--- src/design/i2c_pkg.sv ---
/*
  Shared definitions for the I2C host controller: bus and register
  types, format entry layout, register map and watermark thresholds
*/
package i2c_pkg;

  typedef logic [7:0]  apb_addr_t;
  typedef logic [31:0] apb_data_t;
  typedef logic [7:0]  i2c_byte_t;
  typedef logic [5:0]  fifo_lvl_t;
  typedef logic [15:0] phase_cnt_t;
  typedef logic [5:0]  intr_vec_t;

  // Bit order matches the FDATA register
  typedef struct packed {
    logic      nakok;
    logic      rcont;
    logic      read;
    logic      stop;
    logic      start;
    i2c_byte_t fbyte;
  } fmt_entry_t;

  localparam int FifoDepth = 32;

  localparam int IntrFmtWm  = 0;
  localparam int IntrRxWm   = 1;
  localparam int IntrFmtOvf = 2;
  localparam int IntrRxOvf  = 3;
  localparam int IntrNak    = 4;
  localparam int IntrCmplt  = 5;

  localparam apb_addr_t RegCtrl       = 8'h00;
  localparam apb_addr_t RegStatus     = 8'h04;
  localparam apb_addr_t RegRdata      = 8'h08;
  localparam apb_addr_t RegFdata      = 8'h0C;
  localparam apb_addr_t RegFifoCtrl   = 8'h10;
  localparam apb_addr_t RegFifoStatus = 8'h14;
  localparam apb_addr_t RegOvrd       = 8'h18;
  localparam apb_addr_t RegTiming0    = 8'h1C;
  localparam apb_addr_t RegIntrState  = 8'h20;
  localparam apb_addr_t RegIntrEnable = 8'h24;
  localparam apb_addr_t RegIntrTest   = 8'h28;

  // Format watermark holds at or below, receive watermark at or above
  localparam fifo_lvl_t FmtWmLevels [4] = '{6'd1, 6'd4, 6'd8, 6'd16};
  localparam fifo_lvl_t RxWmLevels [5]  = '{6'd1, 6'd4, 6'd8, 6'd16, 6'd30};

  typedef enum logic [2:0] {
    StIdle,
    StStart,
    StWriteBit,
    StAckIn,
    StReadBit,
    StAckOut,
    StStop
  } host_state_e;

endpackage

--- src/design/i2c_core.sv ---
/*
  I2C host controller top level with APB register port,
  format and receive queues, interrupts and host engine
*/
`timescale 1ns/1ps

module i2c_core (
  input  logic               clk_i,
  input  logic               rst_ni,
  input  i2c_pkg::apb_addr_t paddr_i,
  input  logic               psel_i,
  input  logic               penable_i,
  input  logic               pwrite_i,
  input  i2c_pkg::apb_data_t pwdata_i,
  output i2c_pkg::apb_data_t prdata_o,
  output logic               pready_o,
  output logic               pslverr_o,
  input  logic               scl_i,
  input  logic               sda_i,
  output logic               scl_o,
  output logic               sda_o,
  output i2c_pkg::intr_vec_t intr_o
);
  import i2c_pkg::*;

  logic       fmt_wvalid;
  logic       fmt_wready;
  fmt_entry_t fmt_wdata;
  logic       fmt_rvalid;
  logic       fmt_rready;
  fmt_entry_t fmt_rdata;
  fifo_lvl_t  fmt_lvl;
  logic       fmt_clr;
  logic       rx_wvalid;
  logic       rx_wready;
  i2c_byte_t  rx_wdata;
  logic       rx_rvalid;
  logic       rx_rready;
  i2c_byte_t  rx_rdata;
  fifo_lvl_t  rx_lvl;
  logic       rx_clr;
  logic       host_enable;
  logic       host_idle;
  phase_cnt_t thigh;
  phase_cnt_t tlow;
  logic       scl_fsm;
  logic       sda_fsm;
  intr_vec_t  intr_state;
  intr_vec_t  intr_enable;
  intr_vec_t  intr_test;
  intr_vec_t  intr_clr;
  logic [2:0] rx_ilvl;
  logic [1:0] fmt_ilvl;
  logic       event_nak;
  logic       event_cmplt;

  i2c_regs u_regs (
    .clk_i,
    .rst_ni,
    .paddr_i,
    .psel_i,
    .penable_i,
    .pwrite_i,
    .pwdata_i,
    .prdata_o,
    .pready_o,
    .pslverr_o,
    .fmt_wvalid_o (fmt_wvalid),
    .fmt_wready_i (fmt_wready),
    .fmt_wdata_o  (fmt_wdata),
    .rx_rready_o  (rx_rready),
    .rx_rvalid_i  (rx_rvalid),
    .rx_rdata_i   (rx_rdata),
    .fmt_lvl_i    (fmt_lvl),
    .rx_lvl_i     (rx_lvl),
    .fmt_clr_o    (fmt_clr),
    .rx_clr_o     (rx_clr),
    .host_enable_o(host_enable),
    .host_idle_i  (host_idle),
    .thigh_o      (thigh),
    .tlow_o       (tlow),
    .scl_fsm_i    (scl_fsm),
    .sda_fsm_i    (sda_fsm),
    .scl_i,
    .sda_i,
    .scl_o,
    .sda_o,
    .intr_state_i (intr_state),
    .intr_enable_o(intr_enable),
    .intr_test_o  (intr_test),
    .intr_clr_o   (intr_clr),
    .rx_ilvl_o    (rx_ilvl),
    .fmt_ilvl_o   (fmt_ilvl)
  );

  i2c_fifo #(
    .Width($bits(fmt_entry_t)),
    .Depth(FifoDepth)
  ) u_fmt_fifo (
    .clk_i,
    .rst_ni,
    .clr_i   (fmt_clr),
    .wvalid_i(fmt_wvalid),
    .wready_o(fmt_wready),
    .wdata_i (fmt_wdata),
    .rvalid_o(fmt_rvalid),
    .rready_i(fmt_rready),
    .rdata_o (fmt_rdata),
    .depth_o (fmt_lvl)
  );

  i2c_fifo #(
    .Width($bits(i2c_byte_t)),
    .Depth(FifoDepth)
  ) u_rx_fifo (
    .clk_i,
    .rst_ni,
    .clr_i   (rx_clr),
    .wvalid_i(rx_wvalid),
    .wready_o(rx_wready),
    .wdata_i (rx_wdata),
    .rvalid_o(rx_rvalid),
    .rready_i(rx_rready),
    .rdata_o (rx_rdata),
    .depth_o (rx_lvl)
  );

  i2c_intr u_intr (
    .clk_i,
    .rst_ni,
    .fmt_lvl_i    (fmt_lvl),
    .rx_lvl_i     (rx_lvl),
    .fmt_ilvl_i   (fmt_ilvl),
    .rx_ilvl_i    (rx_ilvl),
    .fmt_wvalid_i (fmt_wvalid),
    .fmt_wready_i (fmt_wready),
    .rx_wvalid_i  (rx_wvalid),
    .rx_wready_i  (rx_wready),
    .event_nak_i  (event_nak),
    .event_cmplt_i(event_cmplt),
    .intr_enable_i(intr_enable),
    .intr_test_i  (intr_test),
    .intr_clr_i   (intr_clr),
    .intr_state_o (intr_state),
    .intr_o
  );

  i2c_host_fsm u_host (
    .clk_i,
    .rst_ni,
    .scl_i,
    .sda_i,
    .scl_o        (scl_fsm),
    .sda_o        (sda_fsm),
    .host_enable_i(host_enable),
    .thigh_i      (thigh),
    .tlow_i       (tlow),
    .fmt_rvalid_i (fmt_rvalid),
    .fmt_rready_o (fmt_rready),
    .fmt_rdata_i  (fmt_rdata),
    .rx_wvalid_o  (rx_wvalid),
    .rx_wdata_o   (rx_wdata),
    .host_idle_o  (host_idle),
    .event_nak_o  (event_nak),
    .event_cmplt_o(event_cmplt)
  );

endmodule

--- src/design/i2c_fifo.sv ---
/*
  Synchronous queue with valid/ready on both sides, a clear input
  and a fill level output
*/
`timescale 1ns/1ps

module i2c_fifo #(
  parameter int Width = 8,
  parameter int Depth = i2c_pkg::FifoDepth
) (
  input  logic               clk_i,
  input  logic               rst_ni,
  input  logic               clr_i,
  input  logic               wvalid_i,
  output logic               wready_o,
  input  logic [Width-1:0]   wdata_i,
  output logic               rvalid_o,
  input  logic               rready_i,
  output logic [Width-1:0]   rdata_o,
  output i2c_pkg::fifo_lvl_t depth_o
);
  import i2c_pkg::*;

  localparam int PtrW = $clog2(Depth);

  logic [Width-1:0] mem_q [Depth];
  logic [PtrW-1:0]  wptr_q;
  logic [PtrW-1:0]  rptr_q;
  fifo_lvl_t        cnt_q;
  logic             push;
  logic             pop;

  function automatic logic [PtrW-1:0] ptr_inc(input logic [PtrW-1:0] ptr);
    return (ptr == PtrW'(Depth - 1)) ? '0 : ptr + 1'b1;
  endfunction

  assign wready_o = (cnt_q != fifo_lvl_t'(Depth));
  assign rvalid_o = (cnt_q != '0);
  assign push     = wvalid_i & wready_o;
  assign pop      = rready_i & rvalid_o;
  assign rdata_o  = mem_q[rptr_q];
  assign depth_o  = cnt_q;

  always_ff @(posedge clk_i) begin
    if (!rst_ni || clr_i) begin
      wptr_q <= '0;
      rptr_q <= '0;
      cnt_q  <= '0;
    end else begin
      if (push) wptr_q <= ptr_inc(wptr_q);
      if (pop) rptr_q <= ptr_inc(rptr_q);
      cnt_q <= cnt_q + fifo_lvl_t'(push) - fifo_lvl_t'(pop);
    end
  end

  always_ff @(posedge clk_i) begin
    if (push) mem_q[wptr_q] <= wdata_i;
  end

endmodule

--- src/design/i2c_host_fsm.sv ---
/*
  I2C host engine: synchronizes the bus lines, times the SCL phases
  and turns format entries into START, bytes, ACK bits and STOP
*/
`timescale 1ns/1ps

module i2c_host_fsm (
  input  logic                clk_i,
  input  logic                rst_ni,
  input  logic                scl_i,
  input  logic                sda_i,
  output logic                scl_o,
  output logic                sda_o,
  input  logic                host_enable_i,
  input  i2c_pkg::phase_cnt_t thigh_i,
  input  i2c_pkg::phase_cnt_t tlow_i,
  input  logic                fmt_rvalid_i,
  output logic                fmt_rready_o,
  input  i2c_pkg::fmt_entry_t fmt_rdata_i,
  output logic                rx_wvalid_o,
  output i2c_pkg::i2c_byte_t  rx_wdata_o,
  output logic                host_idle_o,
  output logic                event_nak_o,
  output logic                event_cmplt_o
);
  import i2c_pkg::*;

  logic [1:0]  scl_sync_q;
  logic [1:0]  sda_sync_q;
  logic        scl_sync;
  logic        sda_sync;
  host_state_e state_q;
  logic        phase_hi_q;
  logic        hold_q;
  phase_cnt_t  cnt_q;
  phase_cnt_t  lim;
  phase_cnt_t  half;
  logic        phase_end;
  logic        bit_end;
  logic [2:0]  bit_idx_q;
  logic [8:0]  rd_cnt_q;
  fmt_entry_t  entry_q;
  i2c_byte_t   sreg_q;
  logic        ack_done;
  logic        want_entry;
  logic        load;
  logic        ack_bit;
  logic        sda_next;
  logic        scl_q;
  logic        sda_q;

  assign scl_sync = scl_sync_q[1];
  assign sda_sync = sda_sync_q[1];

  // Each bit is a low phase of tlow cycles then a high phase of thigh
  assign lim       = phase_hi_q ? thigh_i : tlow_i;
  assign half      = thigh_i >> 1;
  assign phase_end = (lim == '0) || (cnt_q >= lim - 1'b1);
  assign bit_end   = phase_end & phase_hi_q;
  assign ack_bit   = (rd_cnt_q != 9'd1) | entry_q.rcont;

  assign ack_done = bit_end && ((state_q == StAckIn) ||
                                (state_q == StAckOut && rd_cnt_q == 9'd1));
  // A new entry is taken from a free bus, or with SCL held low mid-transaction
  assign want_entry = (state_q == StIdle && scl_sync && sda_sync) || hold_q ||
                      (ack_done && !entry_q.stop);
  assign load         = want_entry & host_enable_i & fmt_rvalid_i;
  assign fmt_rready_o = load;

  assign rx_wvalid_o   = bit_end && (state_q == StReadBit) && (bit_idx_q == '0);
  assign rx_wdata_o    = {sreg_q[6:0], sda_sync};
  assign event_nak_o   = bit_end && (state_q == StAckIn) && sda_sync && !entry_q.nakok;
  assign event_cmplt_o = bit_end && (state_q == StStop);
  assign host_idle_o   = (state_q == StIdle);

  always_ff @(posedge clk_i) begin
    if (!rst_ni) begin
      state_q    <= StIdle;
      phase_hi_q <= 1'b0;
      hold_q     <= 1'b0;
      cnt_q      <= '0;
      bit_idx_q  <= '0;
      rd_cnt_q   <= '0;
    end else if (load) begin
      hold_q    <= 1'b0;
      cnt_q     <= '0;
      bit_idx_q <= 3'd7;
      rd_cnt_q  <= {fmt_rdata_i.fbyte == '0, fmt_rdata_i.fbyte};
      // SCL is already high when starting from idle
      phase_hi_q <= (state_q == StIdle) && fmt_rdata_i.start;
      if (fmt_rdata_i.start) state_q <= StStart;
      else if (fmt_rdata_i.read) state_q <= StReadBit;
      else state_q <= StWriteBit;
    end else if (state_q != StIdle && !hold_q) begin
      if (!phase_end) begin
        cnt_q <= cnt_q + 1'b1;
      end else begin
        cnt_q      <= '0;
        phase_hi_q <= ~phase_hi_q;
        if (phase_hi_q) begin
          case (state_q)
            StStart: state_q <= entry_q.read ? StReadBit : StWriteBit;
            StWriteBit, StReadBit: begin
              // Wraps back to 7 for the next byte
              bit_idx_q <= bit_idx_q - 1'b1;
              if (bit_idx_q == '0) begin
                state_q <= (state_q == StWriteBit) ? StAckIn : StAckOut;
              end
            end
            StAckIn, StAckOut: begin
              rd_cnt_q <= rd_cnt_q - 1'b1;
              if (state_q == StAckOut && rd_cnt_q != 9'd1) state_q <= StReadBit;
              else if (entry_q.stop) state_q <= StStop;
              else hold_q <= 1'b1;
            end
            StStop: state_q <= StIdle;
            default: state_q <= StIdle;
          endcase
        end
      end
    end
  end

  always_ff @(posedge clk_i) begin
    if (load) begin
      entry_q <= fmt_rdata_i;
      sreg_q  <= fmt_rdata_i.fbyte;
    end else if (bit_end && (state_q == StWriteBit || state_q == StReadBit)) begin
      sreg_q <= {sreg_q[6:0], sda_sync};
    end
  end

  // START and STOP move SDA halfway through the high phase
  always_comb begin
    case (state_q)
      StStart:    sda_next = !phase_hi_q || (cnt_q < half);
      StWriteBit: sda_next = sreg_q[7];
      StAckOut:   sda_next = ~ack_bit;
      StStop:     sda_next = phase_hi_q && (cnt_q >= half);
      default:    sda_next = 1'b1;
    endcase
  end

  // SDA waits one cycle after SCL falls, so tlow must be at least 2
  always_ff @(posedge clk_i) begin
    if (!rst_ni) begin
      scl_sync_q <= 2'b11;
      sda_sync_q <= 2'b11;
      scl_q      <= 1'b1;
      sda_q      <= 1'b1;
    end else begin
      scl_sync_q <= {scl_sync_q[0], scl_i};
      sda_sync_q <= {sda_sync_q[0], sda_i};
      scl_q      <= (state_q == StIdle) || phase_hi_q;
      sda_q      <= (!phase_hi_q && cnt_q == '0) ? sda_q : sda_next;
    end
  end

  assign scl_o = scl_q;
  assign sda_o = sda_q;

endmodule

--- src/design/i2c_intr.sv ---
/*
  Interrupt logic: watermark edges, queue overflows and host events
  feed sticky state bits that are masked by the enable register
*/
`timescale 1ns/1ps

module i2c_intr (
  input  logic               clk_i,
  input  logic               rst_ni,
  input  i2c_pkg::fifo_lvl_t fmt_lvl_i,
  input  i2c_pkg::fifo_lvl_t rx_lvl_i,
  input  logic [1:0]         fmt_ilvl_i,
  input  logic [2:0]         rx_ilvl_i,
  input  logic               fmt_wvalid_i,
  input  logic               fmt_wready_i,
  input  logic               rx_wvalid_i,
  input  logic               rx_wready_i,
  input  logic               event_nak_i,
  input  logic               event_cmplt_i,
  input  i2c_pkg::intr_vec_t intr_enable_i,
  input  i2c_pkg::intr_vec_t intr_test_i,
  input  i2c_pkg::intr_vec_t intr_clr_i,
  output i2c_pkg::intr_vec_t intr_state_o,
  output i2c_pkg::intr_vec_t intr_o
);
  import i2c_pkg::*;

  logic      fmt_wm_d;
  logic      fmt_wm_q;
  logic      rx_wm_d;
  logic      rx_wm_q;
  intr_vec_t events;
  intr_vec_t state_q;

  assign fmt_wm_d = (fmt_lvl_i <= FmtWmLevels[fmt_ilvl_i]);
  // Codes above 4 select no threshold
  assign rx_wm_d  = (rx_ilvl_i <= 3'd4) && (rx_lvl_i >= RxWmLevels[rx_ilvl_i]);

  always_comb begin
    events             = '0;
    events[IntrFmtWm]  = fmt_wm_d & ~fmt_wm_q;
    events[IntrRxWm]   = rx_wm_d & ~rx_wm_q;
    events[IntrFmtOvf] = fmt_wvalid_i & ~fmt_wready_i;
    events[IntrRxOvf]  = rx_wvalid_i & ~rx_wready_i;
    events[IntrNak]    = event_nak_i;
    events[IntrCmplt]  = event_cmplt_i;
  end

  always_ff @(posedge clk_i) begin
    if (!rst_ni) begin
      fmt_wm_q <= 1'b1;
      rx_wm_q  <= 1'b0;
      state_q  <= '0;
    end else begin
      fmt_wm_q <= fmt_wm_d;
      rx_wm_q  <= rx_wm_d;
      // A new event wins over a clear in the same cycle
      state_q  <= (state_q & ~intr_clr_i) | events | intr_test_i;
    end
  end

  assign intr_state_o = state_q;
  assign intr_o       = state_q & intr_enable_i;

endmodule

--- src/design/i2c_regs.sv ---
/*
  APB register file: configuration, queue access and control,
  interrupt registers and the SCL/SDA override
*/
`timescale 1ns/1ps

module i2c_regs (
  input  logic                clk_i,
  input  logic                rst_ni,
  input  i2c_pkg::apb_addr_t  paddr_i,
  input  logic                psel_i,
  input  logic                penable_i,
  input  logic                pwrite_i,
  input  i2c_pkg::apb_data_t  pwdata_i,
  output i2c_pkg::apb_data_t  prdata_o,
  output logic                pready_o,
  output logic                pslverr_o,
  output logic                fmt_wvalid_o,
  input  logic                fmt_wready_i,
  output i2c_pkg::fmt_entry_t fmt_wdata_o,
  output logic                rx_rready_o,
  input  logic                rx_rvalid_i,
  input  i2c_pkg::i2c_byte_t  rx_rdata_i,
  input  i2c_pkg::fifo_lvl_t  fmt_lvl_i,
  input  i2c_pkg::fifo_lvl_t  rx_lvl_i,
  output logic                fmt_clr_o,
  output logic                rx_clr_o,
  output logic                host_enable_o,
  input  logic                host_idle_i,
  output i2c_pkg::phase_cnt_t thigh_o,
  output i2c_pkg::phase_cnt_t tlow_o,
  input  logic                scl_fsm_i,
  input  logic                sda_fsm_i,
  input  logic                scl_i,
  input  logic                sda_i,
  output logic                scl_o,
  output logic                sda_o,
  input  i2c_pkg::intr_vec_t  intr_state_i,
  output i2c_pkg::intr_vec_t  intr_enable_o,
  output i2c_pkg::intr_vec_t  intr_test_o,
  output i2c_pkg::intr_vec_t  intr_clr_o,
  output logic [2:0]          rx_ilvl_o,
  output logic [1:0]          fmt_ilvl_o
);
  import i2c_pkg::*;

  logic      wr_en;
  logic      rd_en;
  logic      addr_ok;
  logic      ovrd_en_q;
  logic      scl_val_q;
  logic      sda_val_q;
  apb_data_t rdata;

  // Access phase with pready tied high
  assign wr_en    = psel_i & penable_i & pwrite_i;
  assign rd_en    = psel_i & penable_i & ~pwrite_i;
  assign pready_o = 1'b1;

  assign fmt_wvalid_o = wr_en && (paddr_i == RegFdata);
  assign fmt_wdata_o  = fmt_entry_t'(pwdata_i[12:0]);
  assign rx_rready_o  = rd_en && (paddr_i == RegRdata);
  assign rx_clr_o     = wr_en && (paddr_i == RegFifoCtrl) && pwdata_i[0];
  assign fmt_clr_o    = wr_en && (paddr_i == RegFifoCtrl) && pwdata_i[1];
  assign intr_clr_o   = (wr_en && (paddr_i == RegIntrState)) ? pwdata_i[5:0] : '0;
  assign intr_test_o  = (wr_en && (paddr_i == RegIntrTest)) ? pwdata_i[5:0] : '0;

  assign scl_o = ovrd_en_q ? scl_val_q : scl_fsm_i;
  assign sda_o = ovrd_en_q ? sda_val_q : sda_fsm_i;

  always_ff @(posedge clk_i) begin
    if (!rst_ni) begin
      host_enable_o <= 1'b0;
      rx_ilvl_o     <= '0;
      fmt_ilvl_o    <= '0;
      ovrd_en_q     <= 1'b0;
      scl_val_q     <= 1'b0;
      sda_val_q     <= 1'b0;
      thigh_o       <= '0;
      tlow_o        <= '0;
      intr_enable_o <= '0;
    end else if (wr_en) begin
      case (paddr_i)
        RegCtrl: host_enable_o <= pwdata_i[0];
        RegFifoCtrl: begin
          rx_ilvl_o  <= pwdata_i[4:2];
          fmt_ilvl_o <= pwdata_i[6:5];
        end
        RegOvrd: begin
          ovrd_en_q <= pwdata_i[0];
          scl_val_q <= pwdata_i[1];
          sda_val_q <= pwdata_i[2];
        end
        RegTiming0: begin
          thigh_o <= pwdata_i[15:0];
          tlow_o  <= pwdata_i[31:16];
        end
        RegIntrEnable: intr_enable_o <= pwdata_i[5:0];
        default: ;
      endcase
    end
  end

  always_comb begin
    rdata   = '0;
    addr_ok = 1'b1;
    case (paddr_i)
      RegCtrl: rdata[0] = host_enable_o;
      // bit 4 is kept free, rxempty sits at bit 5
      RegStatus: begin
        rdata[0] = ~fmt_wready_i;
        rdata[1] = (rx_lvl_i == fifo_lvl_t'(FifoDepth));
        rdata[2] = (fmt_lvl_i == '0);
        rdata[3] = host_idle_i;
        rdata[5] = ~rx_rvalid_i;
      end
      RegRdata: rdata[7:0] = rx_rdata_i;
      RegFdata: ;
      RegFifoCtrl: rdata[6:2] = {fmt_ilvl_o, rx_ilvl_o};
      RegFifoStatus: rdata = {10'b0, rx_lvl_i, 10'b0, fmt_lvl_i};
      // Raw line state reads back in the upper half
      RegOvrd: rdata = {14'b0, sda_i, scl_i, 13'b0, sda_val_q, scl_val_q, ovrd_en_q};
      RegTiming0: rdata = {tlow_o, thigh_o};
      RegIntrState: rdata[5:0] = intr_state_i;
      RegIntrEnable: rdata[5:0] = intr_enable_o;
      RegIntrTest: ;
      default: addr_ok = 1'b0;
    endcase
  end

  assign prdata_o  = rdata;
  assign pslverr_o = psel_i & penable_i & ~addr_ok;

endmodule

--- config.mk ---
export PLATFORM = sky130hd
export DESIGN_NAME = i2c_core
export DESIGN_NICKNAME = d
export VERILOG_FILES = /design/src/design/i2c_pkg.sv /design/src/design/i2c_core.sv /design/src/design/i2c_fifo.sv /design/src/design/i2c_host_fsm.sv /design/src/design/i2c_intr.sv /design/src/design/i2c_regs.sv
export SDC_FILE = /design/constraint.sdc
export NUM_CORES = 1
export LEC_CHECK = 0
export BUFFER_PORTS_ARGS = -buffer_cell sky130_fd_sc_hd__buf_2
export CORE_ASPECT_RATIO = 0.7
export CORE_UTILIZATION = 70
export CTS_BUF_LIST = sky130_fd_sc_hd__clkbuf_2
export DETAILED_ROUTE_END_ITERATION = 12
export PLACE_DENSITY = 0.9
export SKIP_LAST_GASP = 1
export SLEW_MARGIN = 20
export SYNTH_ARGS = -nofsm -noshare
export SYNTH_HDL_FRONTEND = slang
export SYNTH_SLANG_ARGS = --single-unit
--- constraint.sdc ---
create_clock -name clk_i -period 17.87 [get_ports clk_i]
set_input_delay 2.6805 -clock clk_i [delete_from_list [all_inputs] [get_ports clk_i]]
set_output_delay 2.6805 -clock clk_i [all_outputs]
set_load 0.02 [all_outputs]
==> impl_metrics.env <==
export IMPL_r2r_cells=24
export IMPL_cts_setup_buffers=0
export IMPL_min_path_type="flop to flop"
export IMPL_yosys_area_share_adder=0.0300
export IMPL_crit_type="input pin to output pin"
export IMPL_synth_simple_area_share=0.0769
export IMPL_p_per_area_mw_per_mm2=88.3
export IMPL_numCtsBuffers=178
export IMPL_routed_via_count=22200
export IMPL_first_pass_iters=6
export IMPL_cts_root_buf="clkbuf_2"
export IMPL_vias_per_cell=6.89
export IMPL_syn_mean_instance_area_um2=15.6
export IMPL_min_path_cells=1
export IMPL_finish_utilization=0.780
export IMPL_cp_start_kind="input pin"
export IMPL_synth_top_family_by_area="multiplexers"
export IMPL_arrival_ps=4950
export IMPL_cts_sinks=820
export IMPL_slew_headroom=0.194
export IMPL_outcome="completed"
export IMPL_ir_drop_uv=64.0
export IMPL_synth_nets=2350
export IMPL_gp_routability_congestion=0.932
export IMPL_drtIter0Drc=3448
export IMPL_nets=2567
export IMPL_cp_max_fo=13
export IMPL_fin_crit_sh=0.427
export IMPL_path_clk_slew_ps=110
export IMPL_hpwl_mm=56.8
export IMPL_routed_top_layer="met5"
export IMPL_synth_flop_cell="edfxtp_1"
export IMPL_detail_route_antenna_nets=0
export IMPL_core_area_mm2=0.0484
export IMPL_crit_path_end_kind="output pin"
export IMPL_hold_violations=0
export IMPL_clockBufferDepth=3
export IMPL_die_w_um=268
export IMPL_dieArea_mm2=0.0504
export IMPL_grt_pass1_vias=21900
export IMPL_drive_gt1_frac=0.254
export IMPL_netlist_instances=2221
export IMPL_cp_required_ps=15190
export IMPL_synth_seq_cells=820
export IMPL_final_cell_mix="684 x edfxtp_1, 275 x clkbuf_2, 172 x mux4_2"
export IMPL_hold_buffers=0
export IMPL_cts_tree="yes"
export IMPL_drt_met1_wl_mm=33.4
export IMPL_portBuffers=87
export IMPL_fin_crit_ps=7630
export IMPL_drc=0
export IMPL_grt_ovfl_total=0
export IMPL_tns_ps=0
export IMPL_drv_slew=0
export IMPL_ys_async_sr_fraction=0
export IMPL_grt_usage=0.364
export IMPL_wl_met3_mm=11.9
export IMPL_antenna_found_initial=3
export IMPL_wirelength_mm=90.4
export IMPL_max_cap_violations=0
export IMPL_syn_area_mm2=0.0347
export IMPL_tightest_slew_ps=1210
export IMPL_multi_input_area_mm2=0.0108
export IMPL_row_count=67
export IMPL_synth_compound_area_frac=0.0538
export IMPL_wl_per_cell_um=28.0
export IMPL_register_area_mm2=0.0233
export IMPL_ctsResizeCount=0
export IMPL_whs_ps=424
export IMPL_area_growth_pct=8.87
export IMPL_synth_edf_count=684
export IMPL_ys_warn_count=0
export IMPL_total_power_mw=3.33
export IMPL_ys_types=77
export IMPL_grt_pass1_wl_mm=133
export IMPL_final_common_cell="edfxtp_1"
export IMPL_initial_core_util=0.717
export IMPL_p_leak_nw=12.5
export IMPL_fillers=2617
export IMPL_insertion_delay_ps=1300
export IMPL_finalSetupViolations=0
export IMPL_rsz0062_at_grt="false"
export IMPL_wl_met2_mm=41.7
export IMPL_die_y_um=188
export IMPL_clock_fmax_mhz=131
export IMPL_grt_start_max_net_pins=65
export IMPL_synthMuxAreaShare=0.137
export IMPL_skew_ps=133
export IMPL_seq_area_frac_synth=0.671
export IMPL_ioPinCount=89
export IMPL_yosys_area_share_xor_xnor=0.0121
export IMPL_htree_num_levels=4
-- sequential cells by signal, summed over array words and instances, names as in the netlist, 4 cells and up, named ones only --
signal	flops
u_fmt_fifo.mem_q	416
u_rx_fifo.mem_q	256
u_host.cnt_q	16
u_regs.thigh_o	16
u_regs.tlow_o	16
u_host.rd_cnt_q	9
u_host.sreg_q	8
u_fmt_fifo.depth_o	6
u_intr.intr_state_o	6
u_regs.intr_enable_o	6
u_rx_fifo.depth_o	6
u_fmt_fifo.rptr_q	5
u_fmt_fifo.wptr_q	5
u_rx_fifo.rptr_q	5
u_rx_fifo.wptr_q	5
u_host.entry_q	4
-- layer usage --
metal | track usage | vias up
met4 | 0.142 | 2
met3 | 0.0851 | 266
li1 | - | 9197
met5 | 0 | -
met2 | 0.548 | 1881
met1 | 0.525 | 10900
-- Yosys cell counts (4+ instances only) --
cell type	n	area share
a22o_1	7	0.0018
o21a_1	7	0.0015
and2_1	19	0.0034
nor3b_1	4	0.00087
nor2_1	154	0.017
nand3b_1	12	0.0026
a21oi_1	117	0.017
a222oi_1	10	0.0029
o211ai_1	15	0.0032
nor3_1	42	0.0061
xor2_1	22	0.0056
xnor2_1	26	0.0066
inv_1	60	0.0065
nand2b_1	23	0.0042
a211oi_1	5	0.0011
nor4_1	5	0.00090
ha_1	80	0.029
and3_1	13	0.0023
mux2_2	11	0.0036
mux2i_1	74	0.021
nand4_1	18	0.0032
buf_1	18	0.0019
or4_1	7	0.0015
nand3_1	55	0.0079
nor2b_1	8	0.0014
edfxtp_1	684	0.59
o21ai_0	38	0.0055
o2111ai_1	5	0.0013
buf_2	23	0.0033
clkbuf_1	62	0.0067
a21o_1	9	0.0019
or3_1	10	0.0018
mux4_2	172	0.11
a31oi_1	14	0.0025
o21bai_1	4	0.00087
a22oi_1	28	0.0061
dfxtp_1	136	0.079
nand2_1	163	0.018
nor4b_1	4	0.0010
-- cell type report --
type                    instances  area share
inverters                      62     0.00617
flip-flops and latches        820       0.617
clock inverters                40     0.00952
well taps                     655      0.0217
repair buffers                142      0.0237
clock buffers                 275      0.0365
diodes                          1   0.0000663
multi-input cells            1234       0.285
-- worst max-delay path, cell delays in order --
cell	delay (ps)
buf_2	180
or4b_2	760
nor2_1	740
a22oi_1	220
o2111ai_1	160
buf_2	200
-- report_power, final --
part,internal [mW],total [mW],switching [mW]
Combinational,0.00632,0.0383,0.0320
Clock,0.507,1.24,0.730
Sequential,2.06,2.06,0.000176
-- final timing paths --
check | start | end | slack [ps]
setup / recovery | paddr_i[4] | prdata_o[4] | 10240
hold / removal | u_host.scl_sync_q[0]$_SDFF_PN1_ | u_host.scl_sync_q[1]$_SDFF_PN1_ | 420
setup reg to reg | u_host.phase_hi_q$_SDFFE_PN0P_ | u_fmt_fifo.depth_o[4]$_SDFF_PP0_ | 10880
hold reg to reg | u_host.scl_sync_q[0]$_SDFF_PN1_ | u_host.scl_sync_q[1]$_SDFF_PN1_ | 420
-- cells by family (layout without fill, tap and decap cells) --
| group | after synthesis | in the layout |
|---|---|---|
| other | 1 | 2 |
| XOR/XNOR | 48 | 48 |
| adder cells (fa/ha/maj) | 82 | 82 |
| multiplexers | 257 | 257 |
| AO/OA/AOI/OAI | 290 | 290 |
| buffers and inverters | 167 | 519 |
| AND/OR/NAND/NOR | 556 | 556 |
| flip-flops | 820 | 820 |
-- metrics by stage --
stage / area (um^2) / setup slack (ps) / std cells
after floorplan: 34700 / 10940 / 2221
after global placement: 35900 / 10240 / 2907
after detailed placement: 35900 / 10260 / 2907
after CTS: 37600 / 10240 / 3222
after global routing: 37700 / 10090 / 3229
final: 37700 / 10240 / 3229
No activity file was read; power rests on OpenSTA's default activity.
